--- src/sched_cfg_pkg.sv ---
// Issue scheduler configuration with ROB sizing, window size and index types
package sched_cfg_pkg;

	// ==================================================
	// sizes
	// ==================================================

	// number of reorder buffer entries
	localparam int ROB_ENTRIES = 8;

	// entries scanned per cycle, starting at the head
	localparam int WINDOW_SIZE = 8;

	localparam int ROB_NDX_W = 3;

	// sequence numbers give program order inside the ROB
	localparam int SN_W = 4;

	// ==================================================
	// types
	// ==================================================

	typedef logic [ROB_NDX_W-1:0] rob_ndx_t;

	// one bit per ROB entry
	typedef logic [ROB_ENTRIES-1:0] rob_mask_t;

endpackage

--- src/rob_pkg.sv ---
// Reorder buffer record layout and op kind encoding seen by the issue scheduler
package rob_pkg;

	import sched_cfg_pkg::*;

	// kind of functional unit that executes an op
	typedef enum logic [1:0] {
		OP_ALU = 2'd0,
		OP_MEM = 2'd1,
		OP_FC  = 2'd2
	} op_kind_t;

	// one ROB entry, eleven bits with v at the top and sync at bit 0
	typedef struct packed {
		// entry holds a live op
		logic            v;
		// program order, smaller is older
		logic [SN_W-1:0] sn;
		op_kind_t        kind;
		// all source operands are available
		logic            args_v;
		// result has been written back
		logic            done;
		// op has been sent to a unit and is executing
		logic            out;
		// sync op, younger entries wait for it to retire
		logic            sync;
	} rob_entry_t;

endpackage

--- src/sched_grant_if.sv ---
// Grant bundle from the issue selector to the issue result registers
`timescale 1ns/100ps

interface sched_grant_if import sched_cfg_pkg::*; ();

	rob_ndx_t  next_alu0_rndx;
	logic      next_alu0_rndxv;
	rob_ndx_t  next_alu1_rndx;
	logic      next_alu1_rndxv;
	rob_ndx_t  next_agen_rndx;
	logic      next_agen_rndxv;
	rob_ndx_t  next_fcu_rndx;
	logic      next_fcu_rndxv;

	// every entry granted to any unit this cycle
	rob_mask_t next_issue_mask;

	modport sel (
		output next_alu0_rndx, next_alu0_rndxv,
		output next_alu1_rndx, next_alu1_rndxv,
		output next_agen_rndx, next_agen_rndxv,
		output next_fcu_rndx, next_fcu_rndxv,
		output next_issue_mask
	);

	modport regs (
		input next_alu0_rndx, next_alu0_rndxv,
		input next_alu1_rndx, next_alu1_rndxv,
		input next_agen_rndx, next_agen_rndxv,
		input next_fcu_rndx, next_fcu_rndxv,
		input next_issue_mask
	);

endinterface

--- src/sched_ready.sv ---
// Issue scheduler decode stage that registers which ROB entries are ready
`timescale 1ns/100ps

module sched_ready import sched_cfg_pkg::*, rob_pkg::*; (
	input  logic                         clk,
	input  logic                         rst,
	input  rob_entry_t [ROB_ENTRIES-1:0] rob_i,
	output rob_mask_t                    ready_mask_o
);

	rob_mask_t next_ready;

	// a live sync op older than the entry holds it back until it leaves the ROB
	function automatic logic prior_sync(input rob_ndx_t ndx);
		logic found;
		found = 1'b0;
		for (int n = 0; n < ROB_ENTRIES; n++) begin
			if (rob_i[n].v && rob_i[n].sync && rob_i[n].sn < rob_i[ndx].sn)
				found = 1'b1;
		end
		return found;
	endfunction

	// ==================================================
	// per-entry readiness
	// ==================================================

	always_comb begin
		for (int g = 0; g < ROB_ENTRIES; g++) begin
			next_ready[g] = rob_i[g].v
				&& !rob_i[g].done
				&& !rob_i[g].out
				&& rob_i[g].args_v
				&& !prior_sync(rob_ndx_t'(g));
		end
	end

	// the mask is evaluated once for the whole ROB and registered
	always_ff @(posedge clk) begin
		if (rst)
			ready_mask_o <= '0;
		else
			ready_mask_o <= next_ready;
	end

endmodule

--- src/sched_select.sv ---
// Issue scheduler execute stage that scans the window from the head and picks ops
`timescale 1ns/100ps

module sched_select import sched_cfg_pkg::*, rob_pkg::*; (
	input  rob_entry_t [ROB_ENTRIES-1:0] rob_i,
	input  rob_ndx_t                     head_i,
	input  rob_mask_t                    ready_mask_i,
	input  rob_mask_t                    recent_mask_i,
	input  logic                         alu0_idle_i,
	input  logic                         alu1_idle_i,
	input  logic                         agen_idle_i,
	input  logic                         fcu_idle_i,
	sched_grant_if.sel                   grant
);

	logic fc_in_flight;

	// true when an older live entry of the given kind has not finished
	function automatic logic prior_open(input rob_ndx_t ndx, input op_kind_t kind);
		logic found;
		found = 1'b0;
		for (int n = 0; n < ROB_ENTRIES; n++) begin
			if (rob_i[n].v && !rob_i[n].done && rob_i[n].kind == kind
				&& rob_i[n].sn < rob_i[ndx].sn)
				found = 1'b1;
		end
		return found;
	endfunction

	// flow control runs one op at a time
	always_comb begin
		fc_in_flight = 1'b0;
		for (int n = 0; n < ROB_ENTRIES; n++) begin
			if (rob_i[n].v && rob_i[n].kind == OP_FC && rob_i[n].out)
				fc_in_flight = 1'b1;
		end
	end

	// ==================================================
	// window scan, oldest first
	// ==================================================

	always_comb begin
		rob_ndx_t ndx;
		logic     elig;

		grant.next_alu0_rndx  = '0;
		grant.next_alu0_rndxv = 1'b0;
		grant.next_alu1_rndx  = '0;
		grant.next_alu1_rndxv = 1'b0;
		grant.next_agen_rndx  = '0;
		grant.next_agen_rndxv = 1'b0;
		grant.next_fcu_rndx   = '0;
		grant.next_fcu_rndxv  = 1'b0;
		grant.next_issue_mask = '0;

		for (int hd = 0; hd < WINDOW_SIZE; hd++) begin
			// the index wraps around the ROB since its size is a power of two
			ndx  = head_i + rob_ndx_t'(hd);
			elig = ready_mask_i[ndx] && !recent_mask_i[ndx];
			if (elig) begin
				case (rob_i[ndx].kind)
					OP_ALU: begin
						if (alu0_idle_i && !grant.next_alu0_rndxv) begin
							grant.next_alu0_rndx  = ndx;
							grant.next_alu0_rndxv = 1'b1;
							grant.next_issue_mask[ndx] = 1'b1;
						end
						else if (alu1_idle_i && !grant.next_alu1_rndxv) begin
							grant.next_alu1_rndx  = ndx;
							grant.next_alu1_rndxv = 1'b1;
							grant.next_issue_mask[ndx] = 1'b1;
						end
					end
					// loads and stores leave in program order
					OP_MEM: begin
						if (agen_idle_i && !grant.next_agen_rndxv
							&& !prior_open(ndx, OP_MEM)) begin
							grant.next_agen_rndx  = ndx;
							grant.next_agen_rndxv = 1'b1;
							grant.next_issue_mask[ndx] = 1'b1;
						end
					end
					OP_FC: begin
						if (fcu_idle_i && !grant.next_fcu_rndxv && !fc_in_flight
							&& !prior_open(ndx, OP_FC)) begin
							grant.next_fcu_rndx  = ndx;
							grant.next_fcu_rndxv = 1'b1;
							grant.next_issue_mask[ndx] = 1'b1;
						end
					end
					default: ;
				endcase
			end
		end
	end

	// each granted entry belongs to exactly one unit
	always_comb begin
		assert final ($countones(grant.next_issue_mask) == $countones({grant.next_alu0_rndxv,
			grant.next_alu1_rndxv, grant.next_agen_rndxv, grant.next_fcu_rndxv}))
		else
			$error("entry granted to more than one unit");
	end

endmodule

--- src/sched_issue_reg.sv ---
// Issue scheduler result stage that registers grants and tracks recent issues
`timescale 1ns/100ps

module sched_issue_reg import sched_cfg_pkg::*; (
	input  logic         clk,
	input  logic         rst,
	sched_grant_if.regs  grant,
	output rob_mask_t    recent_mask_o,
	output rob_ndx_t     alu0_rndx_o,
	output logic         alu0_rndxv_o,
	output rob_ndx_t     alu1_rndx_o,
	output logic         alu1_rndxv_o,
	output rob_ndx_t     agen_rndx_o,
	output logic         agen_rndxv_o,
	output rob_ndx_t     fcu_rndx_o,
	output logic         fcu_rndxv_o
);

	// grants from one and two cycles ago
	rob_mask_t issue_d1;
	rob_mask_t issue_d2;

	always_ff @(posedge clk) begin
		if (rst) begin
			alu0_rndxv_o <= 1'b0;
			alu1_rndxv_o <= 1'b0;
			agen_rndxv_o <= 1'b0;
			fcu_rndxv_o  <= 1'b0;
			issue_d1     <= '0;
			issue_d2     <= '0;
		end
		else begin
			alu0_rndxv_o <= grant.next_alu0_rndxv;
			alu1_rndxv_o <= grant.next_alu1_rndxv;
			agen_rndxv_o <= grant.next_agen_rndxv;
			fcu_rndxv_o  <= grant.next_fcu_rndxv;
			issue_d1     <= grant.next_issue_mask;
			issue_d2     <= issue_d1;
		end
	end

	always_ff @(posedge clk) begin
		alu0_rndx_o <= grant.next_alu0_rndx;
		alu1_rndx_o <= grant.next_alu1_rndx;
		agen_rndx_o <= grant.next_agen_rndx;
		fcu_rndx_o  <= grant.next_fcu_rndx;
	end

	// an issued entry sits out two cycles while its out flag reaches the ROB
	assign recent_mask_o = issue_d1 | issue_d2;

	// ==================================================
	// checks
	// ==================================================

	a_alu_distinct: assert property (@(posedge clk) disable iff (rst)
		(alu0_rndxv_o && alu1_rndxv_o) |-> (alu0_rndx_o != alu1_rndx_o))
	else
		$error("both ALUs issued the same ROB entry");

endmodule

--- src/sched_top.sv ---
// Issue scheduler top level joining the decode, execute and result stages
`timescale 1ns/100ps

module sched_top import sched_cfg_pkg::*, rob_pkg::*; (
	input  logic                         clk,
	input  logic                         rst,
	input  rob_entry_t [ROB_ENTRIES-1:0] rob_i,
	input  rob_ndx_t                     head_i,
	input  logic                         alu0_idle_i,
	input  logic                         alu1_idle_i,
	input  logic                         agen_idle_i,
	input  logic                         fcu_idle_i,
	output rob_ndx_t                     alu0_rndx_o,
	output logic                         alu0_rndxv_o,
	output rob_ndx_t                     alu1_rndx_o,
	output logic                         alu1_rndxv_o,
	output rob_ndx_t                     agen_rndx_o,
	output logic                         agen_rndxv_o,
	output rob_ndx_t                     fcu_rndx_o,
	output logic                         fcu_rndxv_o
);

	rob_mask_t ready_mask;
	rob_mask_t recent_mask;

	sched_grant_if grant_if ();

	sched_ready sched_ready_i (
		.clk          (clk),
		.rst          (rst),
		.rob_i        (rob_i),
		.ready_mask_o (ready_mask)
	);

	sched_select sched_select_i (
		.rob_i         (rob_i),
		.head_i        (head_i),
		.ready_mask_i  (ready_mask),
		.recent_mask_i (recent_mask),
		.alu0_idle_i   (alu0_idle_i),
		.alu1_idle_i   (alu1_idle_i),
		.agen_idle_i   (agen_idle_i),
		.fcu_idle_i    (fcu_idle_i),
		.grant         (grant_if.sel)
	);

	sched_issue_reg sched_issue_reg_i (
		.clk           (clk),
		.rst           (rst),
		.grant         (grant_if.regs),
		.recent_mask_o (recent_mask),
		.alu0_rndx_o   (alu0_rndx_o),
		.alu0_rndxv_o  (alu0_rndxv_o),
		.alu1_rndx_o   (alu1_rndx_o),
		.alu1_rndxv_o  (alu1_rndxv_o),
		.agen_rndx_o   (agen_rndx_o),
		.agen_rndxv_o  (agen_rndxv_o),
		.fcu_rndx_o    (fcu_rndx_o),
		.fcu_rndxv_o   (fcu_rndxv_o)
	);

endmodule

--- config.mk ---
export PLATFORM = sky130hd
export DESIGN_NAME = sched_top
export DESIGN_NICKNAME = d
export VERILOG_FILES = /design/src/sched_cfg_pkg.sv /design/src/rob_pkg.sv /design/src/sched_grant_if.sv /design/src/sched_ready.sv /design/src/sched_select.sv /design/src/sched_issue_reg.sv /design/src/sched_top.sv
export SDC_FILE = /design/constraint.sdc
export NUM_CORES = 1
export LEC_CHECK = 0
export ABC_AREA = 1
export BUFFER_PORTS_ARGS = -buffer_cell sky130_fd_sc_hd__buf_2
export CAP_MARGIN = 20
export CORE_MARGIN = 4
export CORE_UTILIZATION = 44
export DETAILED_ROUTE_END_ITERATION = 16
export SLEW_MARGIN = 20
export SYNTH_ARGS = -nofsm -noshare
export SYNTH_HDL_FRONTEND = slang
export SYNTH_SLANG_ARGS = --single-unit
--- constraint.sdc ---
create_clock -name clk -period 14 [get_ports clk]
set_input_delay 0.7 -clock clk [delete_from_list [all_inputs] [get_ports clk]]
set_output_delay 0.7 -clock clk [all_outputs]
set_load 0.01 [all_outputs]
==> impl_metrics.yaml <==
run_status:
  status: "complete, no violations"
clock_network:
  clkTransAtPathRegs_ns: 0.06
  htreeDepth: 2
  cts_resized: 0
  postCtsSetupBuffers: 0
  cts.path.max_buffers: 2
  cts-root-buf: "clkbuf_16"
  cts_tree: "yes"
  cts.hold.buffers_added: 0
  cts_sinks: 40
  clkLatencyLatePin_ns: 0.30
  cts_buffers: 5
routing:
  ant_nets: 0
  drt-total-wl_um: 68600
  via_per_inst: 6.17
  wire_per_inst_um: 24.3
  drtIter0Drc: 1755
  vias: 17457
  dr.pass1.iters: 6
  drc_errors: 0
logic_synthesis:
  synth_edf_count: 0
  syn_inst: 2326
  syn_avg_cell_area_sq_um: 6.10
  yosys_warnings: 0
  ys_top_cells_by_area: "ha_1 (27%), nand2_1 (13%), inv_1 (8.9%), nand3_1 (7.3%), o21ai_0 (6.1%)"
  ys_top_cells_by_count: "nand2_1 (486), inv_1 (335), ha_1 (310)"
  yosysSeqAreaShare_pct: 5.64
  synth-seq-cells: 40
  yosysTopAreaCell: "ha_1"
  synth_top_area_share_pct: 27.3
  async_reset_ff_share_pct: 0
  synth.most_common_cell: "nand2_1"
  synth.distinct_cells: 66
  netlist_area_sq_mm: 0.0142
  synth_ff_type: "dfxtp_1"
  synth_nets: 2733
final_layout:
  diodes: 0
  area_growth_pct: 8.56
  drive_gt1_share_pct: 10.0
  final_net_count: 2833
  stdcell_count: 2828
  post-route-util_pct: 48.6
die:
  pin_count: 113
  initial_core_util_pct: 44.7
  dieArea_sq_mm: 0.0352
  core_area_sq_mm: 0.0317
  rows: 65
  die_w_um: 188
  die_height_um: 188
setup_path:
  max_stage_delay_ns: 0.63
  critical_path.max_fanout: 44
  end_kind: "flop"
  critPathLaunchType: "input pin"
  crit_type: "in -> reg"
  cp.required_ns: 14.17
  crit_path_top_delay_cell: "buf_2"
  cp_common_cell: "nand2_1"
  cp.arrival_ns: 6.42
placed_design:
  gp_congestion: 1.03
  post-dp-hpwl_um: 51900
  port_buffers: 112
  post-place-cells: 2820
timing:
  tightest_slew_ns: 1.17
  fin_crit_sh_pct: 44.7
  rsz0062_at_grt: "no"
  min_period_ns: 6.25
  skew_ns: 0.0116
  finalHoldViolations: 0
  slew_headroom_pct: 21.8
  finalMaxSlewViolations: 0
  setup_viol: 0
  timing.setup.tns_ns: 0
  clock.fmax_mhz: 160
global_route:
  grt_pass1_wl_um: 101000
  grt-ovfl-total: 0
  antenna_found_initial: 4
  grt_pass1_vias: 16254
  grt_use_total_pct: 37.3
  grt_max_degree: 65
pwr:
  power_density_mw_per_mm2: 64.5
  ir_drop_mv: 0.0588
  p_total_mw: 0.994
  p_leak_nw: 8.22
run:
  max-cap-violations: 0
min_path:
  hp-class: "reg -> reg"
critical path: cells and delay by family:
kind | cells | cell delay [ns]
buffers and inverters | 5 | 1.99
AO/OA/AOI/OAI | 8 | 1.53
AND/OR/NAND/NOR | 11 | 1.31
adder cells (fa/ha/maj) | 2 | 0.87
cells in the final DEF (no fill, tap or decap), types with 4 or more instances in the layout:
cell       synthesis  routed
o21ai_0          174     162
nor2_2             8       8
o21ai_2            5       5
clkbuf_16          0       5
o22ai_1           11      11
o2111ai_1         19      19
nand4_1           45      45
nand2_1          486     486
o221ai_1           6       6
nor2_4             6       6
nor4_1            16      15
clkinv_1           4       4
inv_1            335     335
a21oi_1          142     142
a211oi_1           8       8
or2_2              6       6
nor2_1           180     180
nand3b_1           7       7
o21a_1            18      18
nand2_2           12      12
nor3_2             1       6
buf_4              2      31
o21ai_1           22      34
a31oi_1           13      13
ha_1             310     310
nand3_2           12      12
nand3_1          208     208
dfxtp_1           40      40
a21o_1            10      10
inv_2             15      15
buf_2              5     112
nor3_1            42      37
o211ai_1          51      51
a21boi_0           9       9
routing by layer:
metal | share of wire, % | vias to the layer above | global-route usage [%]
met2 | 45 | 893 | 61.7
met3 | 8.3 | 246 | 4.02
met5 | 0.019 | - | 0
li1 | - | 8232 | -
met1 | 40 | 8084 | 47.5
met4 | 6.8 | 2 | 20.3
through the flow:
step                hold WS (ns)  setup WS, ns  area (sq um)
finish                     0.438          7.75         15400
global route               0.453          7.40         15400
CTS                        0.439          7.78         15400
detailed placement         0.430          7.48         15200
global placement           0.430          7.47         15200
floorplan                  0.403          7.92         14200
final cells by class:
cell class                      count  area [sq um]
Tap cell                          402           503
Timing Repair Buffer              144           806
Sequential cell                    40           801
Clock buffer                        5           125
Fill cell                        3418         16300
Clock inverter                      2          12.5
Multi-Input combinational cell   1877         11800
Inverter                          358          1350
report_power, final:
group	internal [mW]	total (mW)	switching [mW]
clock	0.0649	0.119	0.0538
combinational	0.234	0.746	0.512
sequential	0.125	0.129	0.00480
total	0.423	0.994	0.571
registers in the layout, summed over array words and instances, names as in the netlist:
signal and count:
sched_issue_reg_i.alu1_rndx_o 3, sched_issue_reg_i.issue_d2 8, sched_issue_reg_i.agen_rndxv_o 1, sched_issue_reg_i.fcu_rndx_o 3, sched_issue_reg_i.agen_rndx_o 3, sched_issue_reg_i.alu0_rndxv_o 1
sched_issue_reg_i.alu0_rndx_o 3, sched_issue_reg_i.alu1_rndxv_o 1, sched_issue_reg_i.issue_d1 8, sched_ready_i.ready_mask_o 8, sched_issue_reg_i.fcu_rndxv_o 1
cell families after synthesis:
family | after synthesis | share of synthesized area, %
AOI/OAI and AO/OA | 517 | 21.8
adders and majority gates | 310 | 27.3
buffers and inverters | 409 | 11.4
xor gates and xnor gates | 1 | 0.194
DFF | 40 | 5.64
and+or+nand+nor | 1049 | 33.6
worst paths after layout:
check                                                   start                            end  slack (ns)  depth (start not counted)
worst max-delay path                                head_i[1]  sched_issue_reg_i.issue_d1[7]        7.75                         26
worst min-delay path            sched_issue_reg_i.issue_d1[2]  sched_issue_reg_i.issue_d2[2]        0.44                          2
worst max register to register  sched_issue_reg_i.issue_d1[3]  sched_issue_reg_i.issue_d1[7]       10.21                         20
worst min register to register  sched_issue_reg_i.issue_d1[2]  sched_issue_reg_i.issue_d2[2]        0.44                          2
Note: power is estimated with default switching activity, not from simulation.
